$ cat src/hdl/vcs_cfg.svh
`ifndef VCS_CFG_SVH
`define VCS_CFG_SVH

// ==============================
// Clock enable phases
// ==============================
`define VCS_PHASE_BITS   4      // 16-step phase counter
`define VCS_CPU_PHASE    0      // CPU enable strobe
`define VCS_TIA_PHASE_LO 5      // Video enable window start
`define VCS_TIA_PHASE_HI 7      // Video enable window end
`define VCS_BANK_PHASE   15     // Hotspot sampling phase

// ==============================
// Memory and host widths
// ==============================
`define VCS_ROM_AW       15     // 32 KiB cartridge image
`define VCS_RAM_AW       7      // 128 bytes
`define VCS_HOST_AW      32
`define VCS_REGION_ROM   8'h00  // ROM load and RAM readback
`define VCS_REGION_CTRL  8'hFF  // Control register

`endif
$ cat src/hdl/vcs_pkg.sv
`default_nettype none

`include "vcs_cfg.svh"

package vcs_pkg;

  // Bank switching scheme, chosen from image size
  typedef enum logic [1:0] {
    SCHEME_NONE,
    SCHEME_F8,    // 8 KiB, two banks
    SCHEME_F6,    // 16 KiB, four banks
    SCHEME_F4     // 32 KiB, eight banks
  } bank_scheme_e;

  // Chip select for the read mux
  typedef enum logic [2:0] {
    SEL_NONE,
    SEL_TIA,
    SEL_PIA,
    SEL_RAM,
    SEL_CART_RAM,
    SEL_ROM
  } bus_sel_e;

  typedef struct packed {
    logic [15:0] addr;
    logic [7:0]  wdata;
    logic        rnw;     // High on read
  } cpu_bus_t;

  typedef struct packed {
    logic                    wr;
    logic                    rd;
    logic [`VCS_HOST_AW-1:0] addr;   // Region in top byte
    logic [7:0]              wdata;
  } host_req_t;

  // Bit order matches the control byte, soft_reset is bit 0
  typedef struct packed {
    logic pal;
    logic cart_ram_en;
    logic load_hold;
    logic soft_reset;
  } cart_ctrl_t;

endpackage

`default_nettype wire

$ cat src/hdl/vcs_host_loader.sv
`default_nettype none
`timescale 1ns/1ps

`include "vcs_cfg.svh"

module vcs_host_loader import vcs_pkg::*; (
  input  wire                      clk_sys,
  input  wire                      pwr_up_reset_n,
  input  host_req_t                host_i,
  output logic                     rom_we_o,
  output logic [`VCS_ROM_AW-1:0]   rom_waddr_o,
  output logic [7:0]               rom_wdata_o,
  output logic                     host_ram_rd_o,
  output bank_scheme_e             scheme_o,
  output cart_ctrl_t               ctrl_o
);

  logic [7:0] region;
  logic       rom_region;
  logic       ctrl_region;
  logic [2:0] size_q;     // Image size flags, 4K/8K/16K steps

  assign region      = host_i.addr[`VCS_HOST_AW-1 -: 8];
  assign rom_region  = region == `VCS_REGION_ROM;
  assign ctrl_region = region == `VCS_REGION_CTRL;

  // ==============================
  // ROM load path
  // ==============================
  assign rom_we_o      = host_i.wr && rom_region;   // Lands on next edge
  assign rom_waddr_o   = host_i.addr[`VCS_ROM_AW-1:0];
  assign rom_wdata_o   = host_i.wdata;
  assign host_ram_rd_o = host_i.rd && rom_region;   // RAM readback shares region

  // Size tracks highest address bits seen, kept over reset
  always_ff @(posedge clk_sys) begin
    if (rom_we_o) begin
      if (rom_waddr_o == '0) size_q <= 3'b000;      // New image starts
      if (rom_waddr_o[12])   size_q[0] <= 1'b1;
      if (rom_waddr_o[13])   size_q[1] <= 1'b1;
      if (rom_waddr_o[14])   size_q[2] <= 1'b1;
    end
  end

  always_comb begin
    unique case (size_q)
      3'b001:  scheme_o = SCHEME_F8;
      3'b011:  scheme_o = SCHEME_F6;
      3'b111:  scheme_o = SCHEME_F4;
      default: scheme_o = SCHEME_NONE;   // 2K/4K or odd sizes
    endcase
  end

  // ==============================
  // Control register
  // ==============================
  always_ff @(posedge clk_sys) begin
    if (pwr_up_reset_n) ctrl_o <= '0;
    else if (host_i.wr && ctrl_region) ctrl_o <= cart_ctrl_t'(host_i.wdata[3:0]);
  end

endmodule

`default_nettype wire

$ cat config.mk
export PLATFORM = sky130hd
export DESIGN_NAME = vcs_host_loader
export DESIGN_NICKNAME = d
export VERILOG_FILES = /design/src/hdl/vcs_pkg.sv /design/src/hdl/vcs_host_loader.sv
export VERILOG_INCLUDE_DIRS = /design/src /design/src/hdl
export SDC_FILE = /design/constraint.sdc
export NUM_CORES = 1
export LEC_CHECK = 0
export BUFFER_PORTS_ARGS = -buffer_cell sky130_fd_sc_hd__buf_2
export CORE_MARGIN = 2
export CORE_UTILIZATION = 30
export DETAILED_ROUTE_END_ITERATION = 7
export PLACE_DENSITY = 0.77
export SETUP_SLACK_MARGIN = 0.02
export SLEW_MARGIN = 20
export SYNTH_ARGS = -nofsm -noshare
export SYNTH_HDL_FRONTEND = slang
export SYNTH_SLANG_ARGS = --single-unit
$ cat constraint.sdc
create_clock -name clk_sys -period 1.35 [get_ports clk_sys]
set_input_delay 0.27 -clock clk_sys [delete_from_list [all_inputs] [get_ports clk_sys]]
set_output_delay 0.27 -clock clk_sys [all_outputs]
set_load 0.03 [all_outputs]
After elaboration in Yosys (flattened, before gate mapping)
Cells that the tools add are included.
{"block": "word_totals", "ff_bits": 7, "latchBits": 0, "mem_bits_rw": 0, "rom_bits": 0, "in_bits": 44, "out_inout_bits": 31, "wordCells": 24, "mem_count": 0}
{"block": "classes", "add_sub_neg": 0, "mul": 0, "div": 0, "n_lt_le_gt_ge": 0, "n_eq_ne": 4, "shifts": 0, "muxes": 2, "bitwise": 0, "reduce_logical": 11}
{"operator": "$logic_not A15 Y1", "n": 1}
{"operator": "$eq A8 B8 Y1 const B", "n": 1}
{"operator": "$logic_not A8 Y1", "n": 1}
{"operator": "$pmux W2 S3", "n": 1}
{"operator": "$reduce_and A2 Y1", "n": 3}
{"operator": "$reduce_bool A2 Y1", "n": 3}
{"operator": "$eq A3 B1 Y1 const B", "n": 1}
{"operator": "$eq A3 B2 Y1 const B", "n": 1}
{"operator": "$eq A3 B3 Y1 const B", "n": 1}
{"operator": "$logic_and A1 B1 Y1", "n": 3}
{"operator": "$mux W3", "n": 1}

Logic depth before layout (Yosys ltp)
Gate-level depths: netlist of the first run.
{"block": "logic_depth", "word_depth": 3, "depth_mapped": 3}

Worst setup path after synthesis of the first run
No wires, ideal clock.
{"block": "synth_path", "path_type": "input to output", "from": "in host_i[36] (netlist bit)", "to": "out rom_we_o", "arrival_ps": 957, "required_time_ps": 1080, "slack_ps": 123, "cell_stages": 3, "path_buffers": 0, "cell_sequence": "nor4_1 > nand3_1 > inv_1"}
{"block": "synth_between", "elab_chain_len": 2}
{"element": "start, declared", "line_no": "vcs_host_loader.sv:9", "text": "input host_req_t host_i,"}
{"element": "$logic_not A8 Y1 (no line)"}
{"element": "$logic_and A1 B1 Y1", "line_no": "vcs_host_loader.sv:30", "text": "assign rom_we_o = host_i.wr && rom_region;"}
{"element": "end, declared", "line_no": "vcs_host_loader.sv:10", "text": "output logic rom_we_o,"}
Every way passes these cells.

Final worst setup path of the first run
{"block": "layout_path", "from": "reg size_q[2]", "to": "out scheme_o[0]"}
{"block": "layout_between", "elab_chain_len": 2, "word_cells_on_any_way": 4}
{"element": "start, declared", "line_no": "vcs_host_loader.sv:21", "text": "logic [2:0] size_q;"}
{"element": "start signal, assigned", "line_no": "vcs_host_loader.sv:38", "text": "if (rom_waddr_o == '0) size_q <= 3'b000;"}
{"element": "start signal, assigned", "line_no": "vcs_host_loader.sv:41", "text": "if (rom_waddr_o[14]) size_q[2] <= 1'b1;"}
{"element": "$eq A3 B3 Y1 (tied with other cells)", "line_no": "vcs_host_loader.sv:46", "text": "unique case (size_q)"}
{"element": "$pmux W2 S3 (*)", "line_no": "vcs_host_loader.sv:46"}
{"element": "end, declared", "line_no": "vcs_host_loader.sv:14", "text": "output bank_scheme_e scheme_o,"}
Mark *: on every way between the ends. The rest lies on a longest branch, timed or not.

==> reports/summary.txt, run 1 <==
number of buffers on the longest clock path: 2
layout net count: 149
total nets after synthesis: 109
fraction of final layout cells with drive strength greater than 1: 0.635
final routed wirelength across all metal layers: 1480 µm
cell count after synthesis: 65
worst hold slack across all endpoints: 236 ps
Synth cell types: 16
Peak VDD IR: 0.000342 V
via count of the first global-routing pass: 537
maximum clock frequency: 763 MHz
total vias in the final route: 555
slowest stage delay, CP: 380 ps
Synth Warn #: 0
number of buffers inserted during clock tree synthesis: 3
sort of element at the start of the critical path: flip-flop
outcome: complete, no violations
final period demand of the worst path: 1310 ps
die boundary width: 47.6 µm
starting density of the core: 0.323
CTS H-tree lvls: 1
clock-pin slew on the worst setup and hold paths: 50 ps
post-synthesis sequential area ratio: 0.298
gate family responsible for the most delay along the worst path: flip-flops
aggregate global routing overflow: 0
clock insertion delay at the later pin of the skew report: 240 ps
headroom to the max-slew limit: 0.787
number of pins with negative max-slew slack in the final report: 0
average vias per placed instance: 4.30
number of nets with antenna violations after detailed routing: 0
worst endpoint required time: 1080 ps
root cell of the clock tree: clkbuf_4
synthesized area per cell: 8.78 µm²
number of antenna violations at the first check in global routing: 0
count of fill cells added during filler insertion: 188
Finish-stage setup viols: 0
pin count of the biggest net entering global routing: 9
post-synthesis cell area: 571 µm²
total routing usage reported by global routing: 0.132
I/O pin total: 75
slowest library cell on the worst path: edfxtp_1
die extent in y: 47.6 µm
Total Die Area: 2270 µm²
router iterations before antenna repair: 4
sum of negative setup slack: 0 ps
detail-routed net length per standard cell: 11.4 µm
worst path cell trace: xnor2_1 > and2_1 > buf_6
PnR worst setup slack: 40.1 ps
# hold bufs at CTS: 0
arrival time reported for the critical path endpoint: 1040 ps
post-place setup slack: -118 ps
number of hold-slack violations in the final timing report: 0
RSZ-0062 raised after global routing: true
number of inserted diodes: 0
part of the cycle the worst path needs: 0.970
clock tree from TritonCTS: yes
number of design-rule violations left by the first detailed-router iteration: 6
area of the core region: 1760 µm²
wire length of the first global-routing pass: 2080 µm
area delta synth->final: 40.1%
kind of end point of the critical path: output pin
maximum fanout encountered on the critical timing path: 1
number of clock sinks: 7
max-cap check violation count: 0
DRC viols: 0
transition at the pin with the smallest max-transition slack: 318 ps
GPL Wtd Cong: 0.707
Row Count: 15
Buffers on Ports: 57
Buffers & Inverters on Critical Path: 1
total power divided by cell area: 734 nW/µm²
Crit Path Category: reg2out
post-synthesis sequential element count: 7
worst clock skew: 0 ps
class of the tightest hold or removal check: in2reg
Leak Pwr: 0.000405 µW
HPWL after DPL: 1180 µm
[registers in the layout, summed over array words and instances, names as in the netlist]
name    cells
ctrl_o      4
size_q      3
[power by group]
part           switching, µW  internal, µW
clock network           75.8           113
logic                    114          63.1
registers              0.112           221
total                    190           397
[worst register-to-register path: stages (launching register included)]
cell and delay (ps):
dfxtp_1 330, nand2b_1 50, mux2i_1 120
[kinds of logic after synthesis]
kind of cell	after synthesis	synth area share
compound gates	3	0.0263
xor+xnor	1	0.0154
flops	7	0.298
buf+inv	27	0.329
simple gates	23	0.261
mux	4	0.0702
[final timing paths]
| kind | startpoint | to | slack, ps | depth (start not counted) |
|---|---|---|---|---|
| worst min register to register | ctrl_o[2]$_SDFFE_PP0P_ | ctrl_o[2]$_SDFFE_PP0P_ | 470 | 2 |
| worst max-delay path | size_q[2]$_SDFFCE_PP1P_ | scheme_o[0] | 40 | 3 |
| worst min-delay path | host_i[20] | size_q[0]$_SDFFCE_PP1P_ | 240 | 1 |
| worst max register to register | ctrl_o[1]$_SDFFE_PP0P_ | ctrl_o[1]$_SDFFE_PP0P_ | 780 | 2 |
[cells in the mapped netlist (all sizes together)]
cell / instances / area (µm²)
nand2: 1 / 3.75
nand2b: 8 / 50.1
nor4: 5 / 31.3
and3: 1 / 7.51
mux2i: 4 / 40.0
xnor2: 1 / 8.76
buf: 23 / 173
inv: 4 / 15.0
nand3: 2 / 10.0
edfxtp: 3 / 90.1
dfxtp: 4 / 80.1
nor3: 2 / 21.3
a21oi: 3 / 15.0
nand4: 2 / 12.5
and2: 2 / 12.5
[metal layers]
layer  GRT usage  wire length, µm
met5           0                0
met4      0.0703                0
met3      0.0491               78
met2       0.232              878
met1       0.134              520
[cells in the final DEF (no fill, tap or decap), drive strengths merged]
cell | Yosys | layout
mux2i | 4 | 4
nand2 | 1 | 1
inv | 4 | 4
nand2b | 8 | 8
nand4 | 2 | 2
buf | 23 | 58
nand3 | 2 | 2
clkbuf | 0 | 4
and3 | 1 | 1
nor4 | 5 | 5
nor3 | 2 | 2
xnor2 | 1 | 1
a21oi | 3 | 3
dfxtp | 4 | 4
edfxtp | 3 | 3
and2 | 2 | 2
[per-stage QoR]
step	std cells	instance area [µm²]	power, µW	utilization
global placement	124	714	386	0.405
finish	129	800	587	0.453
detailed placement	124	714	391	0.405
CTS	129	769	591	0.436
global route	129	800	625	0.453
floorplan	65	571	369	-
[what timing repair did]
item                                    in CTS  in global routing
gates resized for setup                      5                  6
gates cloned                                 0                  0
pin swaps                                    3                  2
endpoints found under the setup margin       3                  6
setup buffers                                1                  0
[layout make-up]
type,instances,area (µm²),area share
Inverter,4,15.0,0.0188
Tap cell,25,31.3,0.0391
Sequential cell,7,170,0.213
Clock buffer,4,26.3,0.0329
Multi-Input combinational cell,31,249,0.311
Timing Repair Buffer,58,308,0.385
Power figures use the tool's default switching activity.
==> run 2: changes to the inputs <==
Settings changed: CELL_PAD_IN_SITES_DETAIL_PLACEMENT set to 0, CELL_PAD_IN_SITES_GLOBAL_PLACEMENT set to 1, CORE_UTILIZATION 30 to 20, CTS_BUF_LIST set to sky130_fd_sc_hd__clkbuf_4, PLACE_DENSITY 0.77 to not set, PLACE_DENSITY_LB_ADDON set to 0.1.
==> run 2 against run 1 <==
Critical endpoint unchanged. Clock skew is the same. Register-to-register slack about the same. Via count is 0.36% higher. Sequential power about the same. Clock power rose by 11%. Wire length fell by 12%. Largest power group unchanged. Fmax is essentially flat. Non-clock buffer count increased by 2.
==> reports/summary.txt, run 2 (synthesized netlist as in run 1, its figures left out) <==
outcome: complete, no violations
register area: 170 µm²
router iterations before antenna repair: 4
Layout Utilization: 0.308
Hold Path End: size_q[0]$_SDFFCE_PP1P_
arrival time reported for the critical path endpoint: 1040 ps
number of hold-slack violations in the final timing report: 0
total vias in the final route: 557
worst clock skew: 0 ps
sort of element at the start of the critical path: flip-flop
class of the tightest hold or removal check: in2reg
wire length of the first global-routing pass: 2080 µm
worst endpoint required time: 1080 ps
Row Count: 19
leading cell types in the layout, fill and taps excluded: buf_2 (51), nand2b_1 (8), buf_6 (5)
total power divided by cell area: 727 nW/µm²
Finish-stage setup viols: 0
I/O pin total: 75
cell-internal power: 425 µW
cell count of the worst reg-to-reg path: 2
pin count of the biggest net entering global routing: 9
CTS H-tree lvls: 1
slowest stage delay, CP: 390 ps
number of inserted diodes: 0
Crit Path Category: reg2out
number of buffers inserted during clock tree synthesis: 3
combinational group share of total power: 0.298
GPL Wtd Cong: 0.622
number of flip-flops in the largest register: 4
count of fill cells added during filler insertion: 307
fraction of final layout cells with drive strength greater than 1: 0.642
gate family responsible for the most delay along the worst path: flip-flops
part of the cycle the worst path needs: 0.970
root cell of the clock tree: clkbuf_4
number of nets with antenna violations after detailed routing: 0
DRC viols: 0
maximum clock frequency: 764 MHz
transition at the pin with the smallest max-transition slack: 292 ps
headroom to the max-slew limit: 0.804
slowest library cell on the worst path: edfxtp_1
area of the core region: 2730 µm²
clock tree from TritonCTS: yes
average vias per placed instance: 4.07
number of cells traversed by the worst hold path: 1
Peak VDD IR: 0.000491 V
reg-to-reg slack, setup: 780 ps
worst path cell trace: xnor2_1 > and2_1 > buf_6
number of buffers on the longest clock path: 2
via count of the first global-routing pass: 521
area delta synth->final: 47.6%
total design power: 612 µW
HPWL after DPL: 1150 µm
# hold bufs at CTS: 0
maximum fanout encountered on the critical timing path: 2
start of the worst register-to-register path: ctrl_o[0]$_SDFFE_PP0P_
Reg-to-Reg End: ctrl_o[0]$_SDFFE_PP0P_
largest registers: ctrl_o (4), size_q (3)
final routed wirelength across all metal layers: 1300 µm
most frequent standard cell in the layout excluding fill and tap cells: buf_2
number of pins with negative max-slew slack in the final report: 0
total routing usage reported by global routing: 0.0821
aggregate global routing overflow: 0
Min-Delay Startpoint: host_i[20]
RSZ-0062 raised after global routing: true
Buffers & Inverters on Critical Path: 1
Psw: 187 µW
area of the multi-input gates: 246 µm²
number of design-rule violations left by the first detailed-router iteration: 2
layout net count: 151
register name with the most flops: ctrl_o
die extent in y: 57.4 µm
sequential group share of total power: 0.361
clock-pin slew on the worst setup and hold paths: 50 ps
Leak Pwr: 0.000422 µW
final period demand of the worst path: 1310 ps
die boundary width: 57.4 µm
kind of end point of the critical path: output pin
switching part of the total: 0.305
number of antenna violations at the first check in global routing: 0
max-cap check violation count: 0
Total Die Area: 3300 µm²
starting density of the core: 0.209
clock insertion delay at the later pin of the skew report: 250 ps
fraction of power consumed by the clock network: 0.341
detail-routed net length per standard cell: 9.51 µm
number of clock sinks: 7
Buffers on Ports: 57
==> run 2: cell types whose count changed in the layout (fill, tap and decap cells not counted), sizes merged <==
cell and change:
buf +2
==> run 2: power groups by stage <==
stage / Combinational [µW] / Clock (µW) / Sequential [µW]
floorplan: 144 / 0 / 226
global placement: 169 / 0 / 225
detailed placement: 170 / 0 / 225
CTS: 176 / 218 / 221
global route: 196 / 232 / 221
finish: 183 / 209 / 221
==> run 2: how the worst max path moves through the flow <==
stage	endpoint	startpoint	cells after the start	slack [ps]
floorplan	rom_we_o	host_i[36]	3	120
global placement	rom_we_o	host_i[36]	5	-180
detailed placement	rom_we_o	host_i[36]	5	-200
CTS	scheme_o[0]	size_q[1]$_SDFFCE_PP1P_	3	20
global route	scheme_o[0]	size_q[1]$_SDFFCE_PP1P_	3	-30
finish	scheme_o[0]	size_q[1]$_SDFFCE_PP1P_	3	40
==> run 2: metal layers <==
metal / track usage / vias to the layer above / part of all wire / routed length (µm)
met5: 0 / - / 0 / 0
li1: - / 283 / - / -
met3: 0.0431 / 0 / 0.079 / 103
met1: 0.0858 / 248 / 0.36 / 474
met4: 0.00997 / 0 / 0 / 0
met2: 0.149 / 26 / 0.56 / 726
==> run 2: per-stage QoR <==
stage	hold WS [ps]	setup WS (ps)	TNS [ps]	area, µm²	cells
floorplan	369	123	0	571	65
global placement	455	-181	-618	737	132
detailed placement	465	-200	-727	737	132
CTS	232	24.0	0	807	137
global route	233	-35.0	-35.0	842	137
finish	239	40.4	0	842	137
==> run 2: repair_timing <==
action,CTS,global route
cloned,0,0
gates resized for setup,7,9
pin swaps,3,3
setup buffers,1,0
endpoints found under the setup margin,3,3
==> run 2: area by class of cell <==
| cell class | count | area share |
|---|---|---|
| repair buffers | 60 | 0.406 |
| well taps | 31 | 0.0461 |
| inverters | 4 | 0.0178 |
| flip-flops and latches | 7 | 0.202 |
| clock buffers | 4 | 0.0357 |
| multi-input cells | 31 | 0.293 |
==> run 2: worst register-to-register path, stage by stage, from the launching register on <==
cell and delay (ps):
dfxtp_1 330, nand2b_1 60, mux2i_1 110
==> run 3: changes to the inputs <==
Settings changed: RECOVER_POWER set to 50.
==> run 3 against run 2 <==
Hold slack better by 47 ps. Flip-flop and latch count stayed put. First-iteration DRC count stayed put. Clock skew stayed put. Sequential share of layout area is 0.62 points higher. Via count stayed put. Critical path type unchanged. Largest cell class unchanged.
==> reports/summary.txt, run 3 (synthesized netlist as in run 1, its figures left out) <==
register name with the most flops: ctrl_o
Buffers & Inverters on Critical Path: 1
part of the cycle the worst path needs: 0.970
total vias in the final route: 557
worst clock skew: 0 ps
Total Die Area: 3300 µm²
starting density of the core: 0.209
final routed wirelength across all metal layers: 1310 µm
headroom to the max-slew limit: 0.757
Buffers on Ports: 57
gate family responsible for the most delay along the worst path: flip-flops
wire length of the first global-routing pass: 2080 µm
via count of the first global-routing pass: 521
number of clock sinks: 7
maximum clock frequency: 764 MHz
number of antenna violations at the first check in global routing: 0
Post-Place Cell Area: 737 µm²
root cell of the clock tree: clkbuf_4
transition at the pin with the smallest max-transition slack: 366 ps
clock tree from TritonCTS: yes
maximum fanout encountered on the critical timing path: 2
average vias per placed instance: 4.07
I/O pin total: 75
grt met2 use: 0.149
total power divided by cell area: 740 nW/µm²
number of nets with antenna violations after detailed routing: 0
Row Count: 19
final instance area: 817 µm²
number of design-rule violations left by the first detailed-router iteration: 2
reg-to-reg slack, setup: 780 ps
number of buffers on the longest clock path: 2
die boundary width: 57.4 µm
number of flip-flops in the largest register: 4
worst path cell trace: xnor2_1 > and2_1 > buf_6
largest registers: ctrl_o (4), size_q (3)
router iterations before antenna repair: 4
max-cap check violation count: 0
worst endpoint required time: 1080 ps
number of hold-slack violations in the final timing report: 0
outcome: complete, no violations
final period demand of the worst path: 1310 ps
slowest library cell on the worst path: edfxtp_1
most frequent standard cell in the layout excluding fill and tap cells: buf_2
class of the tightest hold or removal check: in2reg
leading cell types in the layout, fill and taps excluded: buf_2 (37), clkbuf_1 (16), nand2b_1 (8)
Leak Pwr: 0.000376 µW
pin count of the biggest net entering global routing: 9
post-place setup slack: -200 ps
area of the core region: 2730 µm²
total routing usage reported by global routing: 0.0821
met1 demand-to-capacity share in global routing: 0.0858
cell count of the worst reg-to-reg path: 2
area delta synth->final: 43.2%
Crit Path Category: reg2out
number of inserted diodes: 0
instance count after placement with tap cells included: 132
clock-pin slew on the worst setup and hold paths: 50 ps
WP depth: 3
number of pins with negative max-slew slack in the final report: 0
arrival time reported for the critical path endpoint: 1040 ps
Peak VDD IR: 0.000490 V
kind of end point of the critical path: output pin
number of buffers inserted during clock tree synthesis: 3
detail-routed net length per standard cell: 9.53 µm
startpoint of the worst setup timing path: size_q[1]$_SDFFCE_PP1P_
Reg-to-Reg End: ctrl_o[0]$_SDFFE_PP0P_
GPL Wtd Cong: 0.622
HPWL after DPL: 1150 µm
RSZ-0062 raised after global routing: true
PnR worst setup slack: 40.4 ps
layout net count: 151
Critical Path End: scheme_o[0]
die extent in y: 57.4 µm
Most Used Layer, Global Route: met2
clock insertion delay at the later pin of the skew report: 250 ps
# hold bufs at CTS: 0
Final Non-Filler Cells: 137
aggregate global routing overflow: 0
slowest stage delay, CP: 390 ps
sort of element at the start of the critical path: flip-flop
CTS H-tree lvls: 1
start of the worst register-to-register path: ctrl_o[0]$_SDFFE_PP0P_
DRC viols: 0
fraction of final layout cells with drive strength greater than 1: 0.491
sum of negative setup slack: 0 ps
Layout Utilization: 0.299
grt met3 use: 0.0431
Finish-stage setup viols: 0
-- run 3: changes by cell type in the layout (fill, tap and decap cells not counted) --
cell      previous run  this run
clkbuf_1             0        16
buf_2               51        37
buf_4                4         2
-- run 3: what timing repair did --
action | in CTS | in global routing
resized for setup | 7 | 9
pin swaps | 3 | 3
setup endpoints to repair | 3 | 3
buffers inserted | 1 | 0
-- run 3: cell type report --
cell class                 count  area (µm²)
multi-input combinational     31         246
tap                           31        38.8
sequential                     7         170
clock buffer                   4        30.0
inverter                       4        15.0
timing repair buffer          60         317
fill                         319        1920
-- run 3: worst min-delay path by stage --
stage               depth (start not counted)                    from                      end  slack, ps
global route                                3               host_i[2]   ctrl_o[2]$_SDFFE_PP0P_        300
floorplan                                   0              host_i[20]  size_q[0]$_SDFFCE_PP1P_        370
CTS                                         1              host_i[20]  size_q[0]$_SDFFCE_PP1P_        230
detailed placement                          2  ctrl_o[2]$_SDFFE_PP0P_   ctrl_o[2]$_SDFFE_PP0P_        470
finish                                      1              host_i[20]  size_q[0]$_SDFFCE_PP1P_        290
global placement                            2  ctrl_o[1]$_SDFFE_PP0P_   ctrl_o[1]$_SDFFE_PP0P_        460
-- run 3: per-stage QoR --
step | total power (µW) | hold slack, ps
after CTS | 616 | 232
after global routing | 641 | 296
after detailed placement | 395 | 465
final | 604 | 286
after global placement | 395 | 455
after floorplan | 369 | 369
-- run 3: power breakdown --
group          switching, µW  leakage [µW]  internal, µW
clock                   76.0     0.0000184           133
sequential             0.116     0.0000592           221
combinational            111      0.000299          62.9
total                    188      0.000376           417
-- run 3: worst register-to-register path: cells and delay by family, from the launching register on --
family | cells | cell delay, ps
flip-flops | 1 | 330
multiplexers | 1 | 110
AND/OR/NAND/NOR | 1 | 60
-- run 3: layer usage --
| layer | up-vias | share of wire |
|---|---|---|
| met4 | 0 | 0 |
| met1 | 249 | 0.36 |
| met2 | 26 | 0.56 |
| li1 | 282 | - |
| met3 | 0 | 0.081 |
| met5 | - | 0 |
