`src/hdl/vcs_cfg.svh`:
```
`ifndef VCS_CFG_SVH
`define VCS_CFG_SVH

// ==============================
// Clock enable phases
// ==============================
`define VCS_PHASE_BITS   4      // 16-step phase counter
`define VCS_CPU_PHASE    0      // CPU enable strobe
`define VCS_TIA_PHASE_LO 5      // Video enable window start
`define VCS_TIA_PHASE_HI 7      // Video enable window end
`define VCS_BANK_PHASE   15     // Hotspot sampling phase

// ==============================
// Memory and host widths
// ==============================
`define VCS_ROM_AW       15     // 32 KiB cartridge image
`define VCS_RAM_AW       7      // 128 bytes
`define VCS_HOST_AW      32
`define VCS_REGION_ROM   8'h00  // ROM load and RAM readback
`define VCS_REGION_CTRL  8'hFF  // Control register

`endif
```
`src/hdl/vcs_pkg.sv`:
```
`default_nettype none

`include "vcs_cfg.svh"

package vcs_pkg;

  // Bank switching scheme, chosen from image size
  typedef enum logic [1:0] {
    SCHEME_NONE,
    SCHEME_F8,    // 8 KiB, two banks
    SCHEME_F6,    // 16 KiB, four banks
    SCHEME_F4     // 32 KiB, eight banks
  } bank_scheme_e;

  // Chip select for the read mux
  typedef enum logic [2:0] {
    SEL_NONE,
    SEL_TIA,
    SEL_PIA,
    SEL_RAM,
    SEL_CART_RAM,
    SEL_ROM
  } bus_sel_e;

  typedef struct packed {
    logic [15:0] addr;
    logic [7:0]  wdata;
    logic        rnw;     // High on read
  } cpu_bus_t;

  typedef struct packed {
    logic                    wr;
    logic                    rd;
    logic [`VCS_HOST_AW-1:0] addr;   // Region in top byte
    logic [7:0]              wdata;
  } host_req_t;

  // Bit order matches the control byte, soft_reset is bit 0
  typedef struct packed {
    logic pal;
    logic cart_ram_en;
    logic load_hold;
    logic soft_reset;
  } cart_ctrl_t;

endpackage

`default_nettype wire

```
`src/hdl/vcs_bus_ctrl.sv`:
```
`default_nettype none
`timescale 1ns/1ps

`include "vcs_cfg.svh"

module vcs_bus_ctrl import vcs_pkg::*; (
  input  wire                      clk_sys,
  input  wire                      pwr_up_reset_n,
  input  cpu_bus_t                 cpu_i,
  input  bank_scheme_e             scheme_i,
  input  cart_ctrl_t               ctrl_i,
  input  wire                      host_ram_rd_i,
  input  wire  [`VCS_RAM_AW-1:0]   host_addr_i,
  input  wire  [7:0]               rom_rdata_i,
  input  wire  [7:0]               ram_rdata_i,
  input  wire  [7:0]               cart_rdata_i,
  input  wire  [7:0]               tia_dat_i,
  input  wire  [7:0]               pia_dat_i,
  output logic [`VCS_ROM_AW-1:0]   rom_raddr_o,
  output logic [`VCS_RAM_AW-1:0]   ram_addr_o,
  output logic                     ram_we_o,
  output logic [`VCS_RAM_AW-1:0]   cart_addr_o,
  output logic                     cart_we_o,
  output logic [7:0]               cpu_din_o,
  output logic                     tia_cs_o,
  output logic                     pia_cs_o,
  output logic                     cpu_enable_o,
  output logic                     tia_enable_o,
  output logic                     cpu_reset_o,
  output logic                     cpu_rdy_o
);

  localparam logic [`VCS_PHASE_BITS-1:0] CPU_PH  = `VCS_CPU_PHASE;
  localparam logic [`VCS_PHASE_BITS-1:0] TIA_LO  = `VCS_TIA_PHASE_LO;
  localparam logic [`VCS_PHASE_BITS-1:0] TIA_HI  = `VCS_TIA_PHASE_HI;
  localparam logic [`VCS_PHASE_BITS-1:0] BANK_PH = `VCS_BANK_PHASE;

  logic [`VCS_PHASE_BITS-1:0] phase_q;
  logic [2:0]                 bank_q;
  logic [2:0]                 bank_d;
  logic                       bank_hit;
  logic [12:0]                a13;      // Cartridge sees 13 address lines
  bus_sel_e                   sel_d;
  bus_sel_e                   sel_q;    // Aligned with memory read latency

  assign a13 = cpu_i.addr[12:0];

  // ==============================
  // Phases and CPU control
  // ==============================
  always_ff @(posedge clk_sys) begin
    if (pwr_up_reset_n) phase_q <= '0;
    else                phase_q <= phase_q + 1'b1;   // Wraps after 16
  end

  assign cpu_enable_o = phase_q == CPU_PH;
  assign tia_enable_o = phase_q >= TIA_LO && phase_q <= TIA_HI;
  assign cpu_reset_o  = pwr_up_reset_n || ctrl_i.soft_reset;
  assign cpu_rdy_o    = !ctrl_i.load_hold;       // CPU stalls during load

  // ==============================
  // Address decode
  // ==============================
  always_comb begin
    sel_d = SEL_NONE;
    if (!a13[12] && !a13[7])      sel_d = SEL_TIA;
    else if (!a13[12] && a13[9])  sel_d = SEL_PIA;
    else if (!a13[12])            sel_d = SEL_RAM;
    else if (ctrl_i.cart_ram_en && a13[11:8] == 4'h0)
                                  sel_d = SEL_CART_RAM;   // Overrides ROM low page
    else                          sel_d = SEL_ROM;
  end

  assign tia_cs_o = sel_d == SEL_TIA;
  assign pia_cs_o = sel_d == SEL_PIA;

  always_ff @(posedge clk_sys) begin
    if (pwr_up_reset_n) sel_q <= SEL_NONE;
    else                sel_q <= sel_d;
  end

  // ==============================
  // Bank switching
  // ==============================
  always_comb begin
    bank_hit = 1'b0;
    bank_d   = bank_q;
    unique case (scheme_i)
      SCHEME_F8: if (a13 >= 13'h1FF8 && a13 <= 13'h1FF9) begin
        bank_hit = 1'b1;
        bank_d   = 3'(a13 - 13'h1FF8);
      end
      SCHEME_F6: if (a13 >= 13'h1FF6 && a13 <= 13'h1FF9) begin
        bank_hit = 1'b1;
        bank_d   = 3'(a13 - 13'h1FF6);
      end
      SCHEME_F4: if (a13 >= 13'h1FF4 && a13 <= 13'h1FFB) begin
        bank_hit = 1'b1;
        bank_d   = 3'(a13 - 13'h1FF4);
      end
      default: bank_hit = 1'b0;   // No hotspots, bank stays 0
    endcase
  end

  always_ff @(posedge clk_sys) begin
    if (cpu_reset_o) bank_q <= '0;                          // Soft reset too
    else if (phase_q == BANK_PH && bank_hit) bank_q <= bank_d;
  end

  // ==============================
  // Memory addressing
  // ==============================
  assign rom_raddr_o = {bank_q, a13[11:0]};
  assign ram_addr_o  = host_ram_rd_i ? host_addr_i : a13[`VCS_RAM_AW-1:0];   // Host wins
  assign ram_we_o    = !cpu_i.rnw && sel_d == SEL_RAM && !host_ram_rd_i;
  assign cart_addr_o = a13[`VCS_RAM_AW-1:0];
  assign cart_we_o   = !cpu_i.rnw && sel_d == SEL_CART_RAM;

  // Read mux, one cycle behind address
  always_comb begin
    unique case (sel_q)
      SEL_TIA:      cpu_din_o = tia_dat_i;
      SEL_PIA:      cpu_din_o = pia_dat_i;
      SEL_RAM:      cpu_din_o = ram_rdata_i;
      SEL_CART_RAM: cpu_din_o = cart_rdata_i;
      SEL_ROM:      cpu_din_o = rom_rdata_i;
      default:      cpu_din_o = 8'h00;
    endcase
  end

endmodule

`default_nettype wire

```
`config.mk`:
```
export PLATFORM = sky130hd
export DESIGN_NAME = vcs_bus_ctrl
export DESIGN_NICKNAME = d
export VERILOG_FILES = /design/src/hdl/vcs_pkg.sv /design/src/hdl/vcs_bus_ctrl.sv
export VERILOG_INCLUDE_DIRS = /design/src /design/src/hdl
export SDC_FILE = /design/constraint.sdc
export NUM_CORES = 1
export LEC_CHECK = 0
export ABC_CLOCK_PERIOD_IN_PS = 4200
export CAP_MARGIN = 5
export CORE_ASPECT_RATIO = 0.8
export CORE_MARGIN = 2
export CORE_UTILIZATION = 55
export DETAILED_ROUTE_END_ITERATION = 6
export DONT_BUFFER_PORTS = 1
export GPL_ROUTABILITY_DRIVEN = 0
export PLACE_DENSITY = 0.82
export SLEW_MARGIN = 10
export SYNTH_ARGS = -nofsm -noshare
export SYNTH_HDL_FRONTEND = slang
export SYNTH_SLANG_ARGS = --single-unit
```
`constraint.sdc`:
```
create_clock -name clk_sys -period 4.2 [get_ports clk_sys]
set_clock_uncertainty 0.1 [all_clocks]
set_input_delay 0.21 -clock clk_sys [delete_from_list [all_inputs] [get_ports clk_sys]]
set_output_delay 0.21 -clock clk_sys [all_outputs]
set_load 0.005 [all_outputs]
```
Word-level counts from Yosys, hierarchy flattened:

Index checks and enable logic that the tools add are counted.

* add/sub/neg operators: 4
* order comparisons: 7
* eq/ne operators: 16
* mux-type cells: 14
* reduce and logical (&&, ||, !) cells: 21

Operators by type and width (count)
* 8-bit one-hot mux with 5 select lines: 1
* 13-bit >= comparator (second input constant): 3
* 13-bit <= comparator (second input constant): 2
* 3-bit two-way mux: 6
* 3-bit by 2-bit equality test with 1-bit output (second input constant): 4
* 1-bit logical AND: 11
* 3-bit equality test (second input constant): 3
* 3-bit one-hot mux with 3 select lines: 1
* 4-bit logical NOT: 2
* 7-bit two-way mux: 1
* 3-bit by 1-bit equality test with 1-bit output (second input constant): 2
* 2-bit != test (second input constant): 3
* 3-bit subtractor (second input constant): 2
* 1-bit logical NOT: 5
* 5-bit AND reduction: 1
* 4-bit by 1-bit adder with 4-bit output (second input constant): 1
* 2-bit equality test (second input constant): 2
* 4-bit equality test (second input constant): 1
* 4-bit by 3-bit >= comparator with 1-bit output (second input constant): 1
* 4-bit by 3-bit <= comparator with 1-bit output (second input constant): 1
* 1-bit two-way mux: 4
* 1-bit one-hot mux with 3 select lines: 1
* 3-bit nonzero test: 1
* 3-bit by 1-bit subtractor with 3-bit output (second input constant): 1
* other kinds (2): 2

* bits in registers: 10
* input port bits: 81

Logic depth before layout (Yosys ltp):

Gate-level depths: netlist of run 1.

* depth after elaboration: 9
* gate-level depth with buffers: 6
* gate-level depth less buffers: 6

Worst setup path before layout of run 1:

OpenSTA, ideal clock, no wires.

* path type: register -> register
* from: reg phase_q[0]
* to: reg bank_q[0]
* data arrival time: 1.427 ns
* data required time: 4.028 ns
* slack: 2.602 ns
* cell stages (with the launch flop): 6
* buffers on the path: 0
* period minus slack after synthesis: 1.598 ns
* path through: dfxtp_1 > ha_1 > nand4_1 > or3_1 > a211oi_2 > mux2i_1

* word-level cells in the longest chain between the ends: 3

Ends and longest elaborated chain
* start, declared: RTL line vcs_bus_ctrl.sv:38 `` logic [`VCS_PHASE_BITS-1:0] phase_q; ``
* start signal, assigned: RTL line vcs_bus_ctrl.sv:53 `else phase_q <= phase_q + 1'b1;`
* 4-bit equality test: RTL line vcs_bus_ctrl.sv:107 `else if (phase_q == BANK_PH && bank_hit) bank_q <= bank_d;`
* 1-bit logical AND: RTL line vcs_bus_ctrl.sv:107
* 5-bit AND reduction (no line)
* end signal, assigned: RTL line vcs_bus_ctrl.sv:107
* end, declared: RTL line vcs_bus_ctrl.sv:39 `logic [2:0] bank_q;`

Every way passes these cells.
A chain may end at the register's enable or synchronous reset.

Final worst setup path of run 1:

* from: reg sel_q[1]
* to: out cpu_din_o[0]

* word-level cells in the longest chain between the ends: 2
* elaborated cells between the ends (all ways): 6

Ends and longest elaborated chain
* start, declared: RTL line vcs_bus_ctrl.sv:44 `bus_sel_e sel_q;`
* start signal, assigned: RTL line vcs_bus_ctrl.sv:79 `else sel_q <= sel_d;`
* 3-bit equality test, or another cell as far along: RTL line vcs_bus_ctrl.sv:121 `unique case (sel_q)`
* 8-bit one-hot mux with 5 select lines *: RTL line vcs_bus_ctrl.sv:121
* end, declared: RTL line vcs_bus_ctrl.sv:24 `output logic [7:0] cpu_din_o,`

Every way passes the cells marked *; elsewhere a longest branch is shown, timed or not.

==> impl_results.md, run 1 <==
- Total global-route track usage: 20.6%
- Congestion Overflow GR: 0
- DR vias/cell: 6.31
- Initial antenna violation count: 0
- Root buf cell: clkbuf_4
- HP Start: pwr_up_reset_n
- First-pass GRT wire length: 4.08 mm
- Vias in the first global route: 931
- Flop-to-flop setup slack: 2.36 ns
- DR vias: 1016
- Status: finished clean
- Clock Path Buffers: 2
- CP endpoint kind: primary output
- Pre-antenna DRT Iters: 4
- Fmax: 449 MHz
- Worst Path Required: 3.89 ns
- Clock-pin transition on the worst setup and hold timing paths: 0.07 ns
- Post-route ant nets: 0
- Die X-Extent: 55.4 um
- Placed wire-length estimate: 2.20 mm
- Share of layout cells above drive strength 1: 8.03%
- Tcrit/Tclk final: 53.0%
- Syn avg cell area: 7.49 um^2
- Largest net degree at the start of global routing: 18
- Worst slew pin tran: 0.818 ns
- Filler cells: 178
- Post-synthesis sequential area ratio: 17.2%
- Reg2reg start: phase_q[0]
- Hold Path Sink: sel_q[0]
- VDD IR max: 0.000210 V
- Most frequent cells in the layout: nor2_1 (18), a21oi_1 (15), nand2_1 (11), mux2i_1 (10), dfxtp_1 (10)
- LEAKAGE: 0.419 nW
- Die Area: 2500 um^2
- Area Growth Syn to Fin: -5.71%
- Row cnt: 14
- RSZ-0062 raised after global routing: no
- Final WL: 2.73 mm
- Initial DRC count: 73
- Cell Area, Synth: 1160 um^2
- DP Area: 1020 um^2
- Synth cell types: 32
- Final setup fails: 0
- Final Critical Period: 2.23 ns
- Syn_nets: 243
- N_diodes: 0
- CTS Buf Count: 3
- Min-Delay Path Depth: 2
- Max-cap violations: 0
- Cell area power density: 235 nW/um^2
- Initial core utilization: 59.7%
- Register-to-Register Path Depth: 5
- Final instance area: 1090 um^2
- CP startpoint kind: register
- Hold Path Class: in -> reg
- Core Area: 1940 um^2
- DR WL/cell: 17.0 um
- Critical path class: reg -> out
- Critical path arrival: 1.92 ns
- Htree depth: 1
- Boundary pin count: 126
- Hold Violations, Final: 0
- CTS tree: yes
- Setup TNS: 0 ns
- Clk_lat worst skew: 0.26 ns
- Ys Warns: 0
- Port Buffers: 0
- Max-slew violations: 0
- Reg-to-Reg End: bank_q[1]
- Nets@finish: 226
- DIE HEIGHT: 45.1 um
- Slew HR: 45.4%
- Clock Sink Count: 10
- Mapped Cells: 155
- Number of synthesized register bits: 10
- Worst-path fanout max: 14
- Commonest non-fill, non-tap cell in the layout: nor2_1
- DR DRC count: 0
layer usage:
metal  vias up  global-route usage, %  share of wire [%]
li1        490                      -                  -
met1       475                   26.3                 41
met2        49                   34.5                 51
met3         2                   8.02                8.1
met4         0                   2.93               0.22
met5         -                      0                  0
where the power goes:
part / internal (mW) / total, mW / switching (mW)
clock network: 0.0526 / 0.0871 / 0.0345
logic: 0.0318 / 0.0622 / 0.0304
registers: 0.0988 / 0.108 / 0.00897
total: 0.183 / 0.257 / 0.0738
worst max path at each step:
stage | end | depth (start not counted) | startpoint
3_3_place_gp | cpu_din_o[0] | 3 | sel_q[1]
5_1_grt | cpu_din_o[4] | 3 | sel_q[1]
2_1_floorplan | bank_q[0] | 5 | phase_q[0]
6_report | cpu_din_o[0] | 3 | sel_q[1]
3_5_place_dp | cpu_din_o[2] | 3 | sel_q[1]
4_1_cts | cpu_din_o[2] | 3 | sel_q[1]
kinds of logic after synthesis:
group / after synthesis / synth area share, %
fa+ha+maj: 7 / 7.54
buf+inv: 34 / 17.5
flops: 10 / 17.2
simple gates: 51 / 21.4
xor+xnor: 3 / 2.26
mux: 17 / 15.4
compound gates: 33 / 18.6
synth_stat cells:
library cell | number | area share [%]
buf_4 | 19 | 12
nor2_1 | 18 | 5.8
a21oi_1 | 15 | 6.5
nand2_1 | 11 | 3.6
dfxtp_1 | 10 | 17
mux2i_1 | 10 | 8.6
nor2b_1 | 9 | 4.8
inv_1 | 8 | 2.6
a221oi_1 | 7 | 5.3
ha_1 | 7 | 7.5
mux2_2 | 6 | 5.8
o21ai_0 | 4 | 1.7
buf_2 | 3 | 1.3
clkbuf_1 | 3 | 0.97
nand4_1 | 3 | 1.6
nor3b_1 | 3 | 1.9
nand3_1 | 2 | 0.86
nor4_1 | 2 | 1.1
xnor2_1 | 2 | 1.5
a211oi_1 | 1 | 0.65
a211oi_2 | 1 | 1.1
a21boi_0 | 1 | 0.65
buf_1 | 1 | 0.32
mux2_1 | 1 | 0.97
nand2b_1 | 1 | 0.54
nand3b_1 | 1 | 0.65
o211a_1 | 1 | 0.86
o21ai_1 | 1 | 0.43
o221ai_1 | 1 | 0.75
o31a_1 | 1 | 0.75
or3_1 | 1 | 0.54
xor2_1 | 1 | 0.75
sequential cells by signal, indices dropped and copies added (netlist names):
signal	flops
phase_q	4
bank_q	3
sel_q	3
timing repair:
item / 4_1_cts / 5_1_grt
hold buffers: 3 / 1
hold endpoints to repair: 7 / 1
setup endpoints to repair: 0 / 0
gates resized for setup: 0 / 0
buffers inserted: 0 / 0
cell type report:
class,count,area (um^2),share of cell area [%]
Inverter,8,30.0,2.74
Timing Repair Buffer,4,40.0,3.66
Tap cell,24,30.0,2.74
Clock buffer,4,36.3,3.31
Sequential cell,10,200,18.3
Multi-Input combinational cell,111,758,69.3
critical path, cell delays in order, from the launching register on:
cell and delay, ns:
dfxtp_1 0.53, nor2b_1 0.71, a221oi_1 0.19, a21oi_1 0.21
stage by stage:
stage / total power [mW] / util (%) / setup slack, ns / cells / hold WS (ns)
global placement: 0.165 / 52.4 / 2.35 / 153 / 0.178
floorplan: 0.176 / - / 2.60 / 155 / 0.177
finish: 0.257 / 56.3 / 1.97 / 161 / 0.0219
detailed placement: 0.168 / 52.4 / 2.29 / 153 / 0.180
global route: 0.277 / 56.3 / 1.71 / 161 / 0.0181
CTS: 0.259 / 55.8 / 1.99 / 160 / 0.00658
No activity file was read; power rests on OpenSTA's default activity.
==> run 2: changes to the inputs <==
Settings changed: ABC_AREA from default to 1, ABC_CLOCK_PERIOD_IN_PS 4200 to 2000, PLACE_DENSITY 0.82 to 0.85.
Clock period 4.2 ns to 2 ns, I/O delays scaled along.
==> impl_results.md, run 2 <==
- Status: finished, violations left
- Violated checks: DRC
- Max-cap violations: 0 (unchanged)
- Clock Sink Count: 10 (unchanged)
- Share of layout cells above drive strength 1: 12.0% (+4.0 points)
- Initial DRC count: 73 (unchanged)
- VDD IR max: 0.000374 V (+78%)
- Row cnt: 15 (+1)
- Ranking of synthesized cells by area: nand2_1 (16%), dfxtp_1 (15%), inv_1 (11%)
- Htree depth: 1 (unchanged)
- RSZ-0062 raised after global routing: no
- CP delay by family, top: simple AND/OR/NAND/NOR gates
- Largest registers: phase_q: 4 flops, bank_q: 3 flops, sel_q: 3 flops
- Final Critical Period: 1.64 ns
- Slew HR: 67.6% (+22 points)
- DR DRC count: 7 (+7)
- Tcrit/Tclk final: 82.0%
- Cell with the most instances after synthesis: nand2_1
- Boundary pin count: 126 (unchanged)
- EDFF count, synth: 0 (unchanged)
- Net Sw Power: 0.153 mW (+110%)
- Largest net degree at the start of global routing: 12 (-6)
- Core Area: 2210 um^2 (+14%)
- Final Util: 58.6% (+2.3 points)
- Most used cell, CP: o21ai_1
- Internal: 0.338 mW (+85%)
- Cell Area, Synth: 1320 um^2 (+14%)
- Share of the synthesized area in the top cell type: 15.6% (-1.6 points)
- Clk_lat worst skew: 0.26 ns (about the same)
- Syn_nets: 314 (+29%)
- Area Growth Syn to Fin: -1.61%
- Congestion Overflow GR: 0 (unchanged)
- Cell area power density: 379 nW/um^2 (+61%)
- Final instance area: 1300 um^2 (+19%)
- Final WL: 2.92 mm (+6.9%)
- Worst-path fanout max: 8 (-6)
- CTS Buf Count: 3 (unchanged)
- First-pass GRT wire length: 4.17 mm (+2.0%)
- Worst slew pin tran: 0.483 ns (-0.334 ns)
- Final setup fails: 0 (unchanged)
- Port Buffers: 0 (unchanged)
- Post-synthesis sequential area ratio: 15.2% (-2.1 points)
- Most frequent cells in the layout: nand2_1 (55), inv_1 (40), nor2_1 (27), nand3_1 (11), dfxtp_1 (10)
- Vias in the first global route: 957 (+2.8%)
- Root buf cell: clkbuf_4
- Total global-route track usage: 19.6% (-1.0 points)
- Nets@finish: 306 (+35%)
- DR WL/cell: 12.1 um (-29%)
- Dpl cells: 232 (+52%)
- CP startpoint kind: register
- Min-Delay Path Depth: 4 (+2)
- Ys Warns: 0 (unchanged)
- Sw Ratio: 31.2% (+2.5 points)
- Post-synth top area cell: nand2_1
- Setup TNS: 0 ns (unchanged)
- WP depth: 6 (+3)
- Clock-pin transition on the worst setup and hold timing paths: 0.06 ns (about the same)
- Worst Path Required: 1.80 ns (-2.09 ns)
- Clk pwr share: 26.5% (-7.4 points)
- Post-CTS setup buffers: 0 (unchanged)
- Reg power frac: 44.0% (+2.1 points)
- Syn avg cell area: 5.84 um^2 (-22%)
- Combinational group share of total power: 29.5% (+5.3 points)
- DP Area: 1220 um^2 (+19%)
- CTS tree: yes
- Top reg by flops: phase_q
- Critical path class: reg -> out
- Initial antenna violation count: 0 (unchanged)
- Commonest cells post-synth: nand2_1 (55), inv_1 (40), nor2_1 (27), buf_4 (19), nand3_1 (11)
- Max reg flops: 4 (unchanged)
- Die Area: 2810 um^2 (+13%)
- DR vias/cell: 5.39 (-15%)
- Pre-antenna DRT Iters: 7 (+3)
- Critical path's slowest cell: nor3_2
- Register-to-Register Path Depth: 8 (+3)
- Number of synthesized register bits: 10 (unchanged)
- Asr flop ratio synth: 0% (unchanged)
- Synth cell types: 27 (-16%)
- Mapped Cells: 226 (+46%)
- Critical path arrival: 1.44 ns (-0.48 ns)
- Commonest non-fill, non-tap cell in the layout: nand2_1
- Post-route ant nets: 0 (unchanged)
- Placed wire-length estimate: 2.41 mm (+9.7%)
- N_diodes: 0 (unchanged)
- Initial core utilization: 59.6% (-0.11 points)
- Synth Flop Type: dfxtp_1
- Filler cells: 226 (+27%)
- Max-slew violations: 0 (unchanged)
- DR vias: 1300 (+28%)
- Die X-Extent: 58.8 um (+6.1%)
- Final std cells w/o fill: 241 (+50%)
- DIE HEIGHT: 47.8 um (+6.0%)
- LEAKAGE: 0.620 nW (+48%)
- CP endpoint kind: primary output
- Crit-path cells: inv_2 > nor3_2 > nand2_1 > o21ai_1 > a221oi_1 > o21ai_1
- Fmax: 610 MHz
- Hold Path Class: in -> reg
- Worst path buffer plus inverter count: 1 (+1)
- Hold Violations, Final: 0 (unchanged)
- Biggest cell delay along the critical path: 0.42 ns (-0.29 ns)
- Clock Path Buffers: 2 (unchanged)
==> run 2: what timing repair did <==
action / CTS / global route
hold buffers: 6 / 0
resized for setup: 0 / 0
endpoints found under the hold margin: 10 / 0
==> run 2: kinds of logic (layout without fill, tap and decap cells) <==
| kind of cell | count (synthesis) | count (layout) | share of synthesized area (%) |
|---|---|---|---|
| AOI/OAI and AO/OA | 21 | 21 | 10.5 |
| xor gates and xnor gates | 1 | 1 | 0.664 |
| adders and majority gates | 7 | 7 | 6.63 |
| buffers and inverters | 68 | 58 | 24.7 |
| DFF | 10 | 10 | 15.2 |
| muxes | 4 | 4 | 3.41 |
| and+or+nand+nor | 115 | 115 | 38.9 |
==> run 2: cell type report <==
cell class	instances	area (um^2)	share of cell area [%]
multi-input cells	148	793	61.1
flip-flops and latches	10	200	15.4
inverters	47	176	13.6
repair buffers	8	75.1	5.78
well taps	25	31.3	2.41
clock buffers	3	22.5	1.73
==> run 2: power groups by stage <==
stage	Combinational [mW]	Sequential (mW)	Clock (mW)
global placement	0.131	0.220	0
CTS	0.146	0.216	0.137
finish	0.145	0.216	0.130
global route	0.169	0.218	0.147
detailed placement	0.134	0.220	0
floorplan	0.148	0.219	0
==> run 2: worst min-delay path, cell delays in order <==
cell,delay (ns)
nor2_1,0.03
inv_1,0.04
a21oi_1,0.07
nor2_1,0.09
==> run 2: path summary, 6_finish.rpt <==
check                  start           end  slack (ns)
setup / recovery    sel_q[0]  cpu_din_o[7]        0.36
hold / removal     cpu_i[21]      sel_q[0]       0.008
setup reg to reg  phase_q[0]     bank_q[2]        0.51
hold reg to reg   phase_q[0]    phase_q[0]        0.39
==> run 2: through the flow <==
| step | power, mW | hold WS, ns | setup WS, ns |
|---|---|---|---|
| 6_report | 0.492 | 0.00827 | 0.360 |
| 5_1_grt | 0.534 | 0.0217 | 0.193 |
| 4_1_cts | 0.499 | 0.0000580 | 0.346 |
| 3_5_place_dp | 0.354 | 0.0692 | 0.525 |
| 3_3_place_gp | 0.351 | 0.0678 | 0.556 |
| 2_1_floorplan | 0.366 | 0.125 | 0.634 |
==> run 2: layer usage <==
metal	GRT usage (%)	up-vias	share of wire, %
met4	1.82	0	0
li1	-	669	-
met2	30.0	52	46
met3	6.49	0	9.3
met5	0	-	0
met1	28.1	579	45
==> run 3: changes to the inputs <==
Settings changed: ABC_AREA 1 to 0, ABC_CLOCK_PERIOD_IN_PS 2000 to 1400.
Clock period 2 ns to 1.4 ns, I/O delays scaled along.
==> impl_results.md, run 3 (synthesis gave the netlist of run 1 again) <==
- Status: finished, violations left
- Violated checks: setup timing
- Worst slew pin tran: 0.393 ns (-0.0902 ns)
- Worst path buffer plus inverter count: 1 (unchanged)
- Row cnt: 14 (-1)
- CP endpoint kind: register
- Final WL: 3.30 mm (+13%)
- DIE HEIGHT: 45.1 um (-5.7%)
- LEAKAGE: 0.556 nW (-10%)
- Register-to-Register Path Depth: 6 (-2)
- Die X-Extent: 55.4 um (-5.8%)
- Top reg by flops: phase_q
- CP delay by family, top: simple AND/OR/NAND/NOR gates
- Final instance area: 1410 um^2 (+8.7%)
- Initial DRC count: 59 (-19%)
- Commonest non-fill, non-tap cell in the layout: nor2_1
- Clock Sink Count: 10 (unchanged)
- Post-route ant nets: 0 (unchanged)
- PnR worst setup slack: -0.232 ns (-0.592 ns)
- HP Start: scheme_i[1]
- Net Sw Power: 0.266 mW (+73%)
- Critical path arrival: 1.73 ns (+0.29 ns)
- Largest net degree at the start of global routing: 11 (-1)
- Most frequent cells in the layout: nor2_1 (17), a21oi_1 (14), nand2_1 (11), dlygate4sd3_1 (11)
- CP startpoint kind: register
- Clock Path Buffers: 2 (unchanged)
- Tcrit/Tclk final: 117%
- Vias in the first global route: 1011 (+5.6%)
- Htree depth: 1 (unchanged)
- Internal: 0.617 mW (+83%)
- First-pass GRT wire length: 4.70 mm (+13%)
- Worst Path Required: 1.50 ns (-0.30 ns)
- CTS tree: yes
- Max reg flops: 4 (unchanged)
- Root buf cell: clkbuf_4
- Combinational group share of total power: 34.2% (+4.7 points)
- Flop-to-flop setup slack: -0.23 ns (-0.74 ns)
- Hold Violations, Final: 0 (unchanged)
- Cell area power density: 626 nW/um^2 (+65%)
- DP Area: 1120 um^2 (-8.0%)
- Hold Path Class: in -> reg
- Sw Ratio: 30.1% (-1.1 points)
- Max-slew violations: 0 (unchanged)
- Final setup fails: 12 (+12)
- DR vias/cell: 6.35 (+18%)
- N_diodes: 0 (unchanged)
- Crit-path cells: ha_4 > nand4_1 > or3_1 > a211oi_2 > buf_4 > mux2i_1
- Worst-path fanout max: 3 (-5)
- Congestion Overflow GR: 0 (unchanged)
- DR vias: 1150 (-12%)
- Boundary pin count: 126 (unchanged)
- Biggest cell delay along the critical path: 0.37 ns (-0.05 ns)
- Total global-route track usage: 24.0% (+4.4 points)
- WP depth: 6 (unchanged)
- Critical path's slowest cell: or3_1
- Filler cells: 149 (-34%)
- VDD IR max: 0.000615 V (+64%)
- Initial antenna violation count: 0 (unchanged)
- Tot Pwr: 0.883 mW (+80%)
- Clk_lat worst skew: 0.27 ns (about the same)
- Port Buffers: 0 (unchanged)
- Crit path from: phase_q[1]
- Fmax: 613 MHz
- Pre-antenna DRT Iters: 4 (-3)
- Clock-pin transition on the worst setup and hold timing paths: 0.07 ns (about the same)
- DR DRC count: 0 (-7)
- Largest registers: phase_q: 4 flops, bank_q: 3 flops, sel_q: 3 flops
- DR WL/cell: 18.2 um (+51%)
- Critical Path End: bank_q[2]
- Critical path class: reg -> reg
- Nets@finish: 246 (-20%)
- Reg2reg start: phase_q[1]
- Area Growth Syn to Fin: 21.6%
- Reg power frac: 35.7% (-8.3 points)
- Placed wire-length estimate: 2.25 mm (-6.7%)
- Core Area: 1940 um^2 (-12%)
- Final Util: 72.6% (+14 points)
- Reg-to-Reg End: bank_q[2]
- Final Critical Period: 1.63 ns
- Die Area: 2500 um^2 (-11%)
- Max-cap violations: 0 (unchanged)
- Slew HR: 73.6% (+5.9 points)
- RSZ-0062 raised after global routing: yes
- Clk pwr share: 30.1% (+3.6 points)
- Share of layout cells above drive strength 1: 29.3% (+17 points)
- CTS Buf Count: 3 (unchanged)
- Initial core utilization: 59.7% (+0.11 points)
==> run 3: cell types whose count changed in the layout (fill, tap and decap cells not counted), moves of 8 or more <==
cell	previous run	this run
nand2_1	55	11
buf_4	2	10
nor2_1	27	17
mux2i_1	0	10
a21oi_1	3	14
inv_1	40	7
nand3_1	11	2
==> run 3: per-layer routing <==
metal  track usage (%)  vias up  share of wire (%)  wire, um
met5                 0        -                  0         0
met4              7.32        0                1.9        62
met3              10.6       10                8.6       284
met2              38.8       71                 50      1650
met1              29.3      539                 39      1300
li1                  -      530                  -         -
==> run 3: layout make-up <==
class / instances / area (um^2) / share of cell area, %
repair buffers: 24 / 219 / 15.5
clock buffers: 4 / 36.3 / 2.57
well taps: 24 / 30.0 / 2.13
flip-flops and latches: 10 / 214 / 15.2
multi-input cells: 111 / 877 / 62.1
inverters: 8 / 35.0 / 2.48
==> run 3: power groups by stage <==
stage	logic (mW)	registers (mW)	clock network [mW]
after CTS	0.259	0.315	0.269
after detailed placement	0.213	0.318	0
after floorplan	0.217	0.313	0
final	0.302	0.315	0.266
after global routing	0.331	0.316	0.295
after global placement	0.205	0.317	0
==> run 3: repair_timing <==
item	4_1_cts	5_1_grt
hold buffers	11	0
setup buffers	0	1
gates cloned	1	0
pin swaps	7	3
endpoints found under the hold margin	10	0
setup endpoints to repair	12	14
gates resized for setup	18	16
==> run 3: through the flow <==
| step | hold WS, ns | setup TNS (ns) | cells | setup slack (ns) |
|---|---|---|---|---|
| CTS | 0.0123 | -0.994 | 180 | -0.201 |
| global placement | 0.0290 | -0.418 | 164 | -0.140 |
| detailed placement | 0.0294 | -0.570 | 164 | -0.209 |
| floorplan | 0.0271 | -0.521 | 155 | -0.174 |
| finish | 0.0174 | -1.29 | 181 | -0.232 |
| global route | 0.0175 | -2.27 | 181 | -0.337 |
==> run 3: worst min-delay path by stage <==
stage                      end  slack, ns  cells past startpoint
floorplan           phase_q[0]       0.03                      1
CTS                  bank_q[2]       0.01                      3
global placement    phase_q[0]       0.03                      1
finish               bank_q[2]       0.02                      3
global route         bank_q[1]       0.02                      4
detailed placement  phase_q[0]       0.03                      1
==> run 3: worst register-to-register path: stages (launching register included) <==
cell and delay [ns]:
dfxtp_4 0.36, ha_4 0.13, nand4_1 0.08, or3_1 0.37
a211oi_2 0.17, buf_4 0.17, mux2i_1 0.18
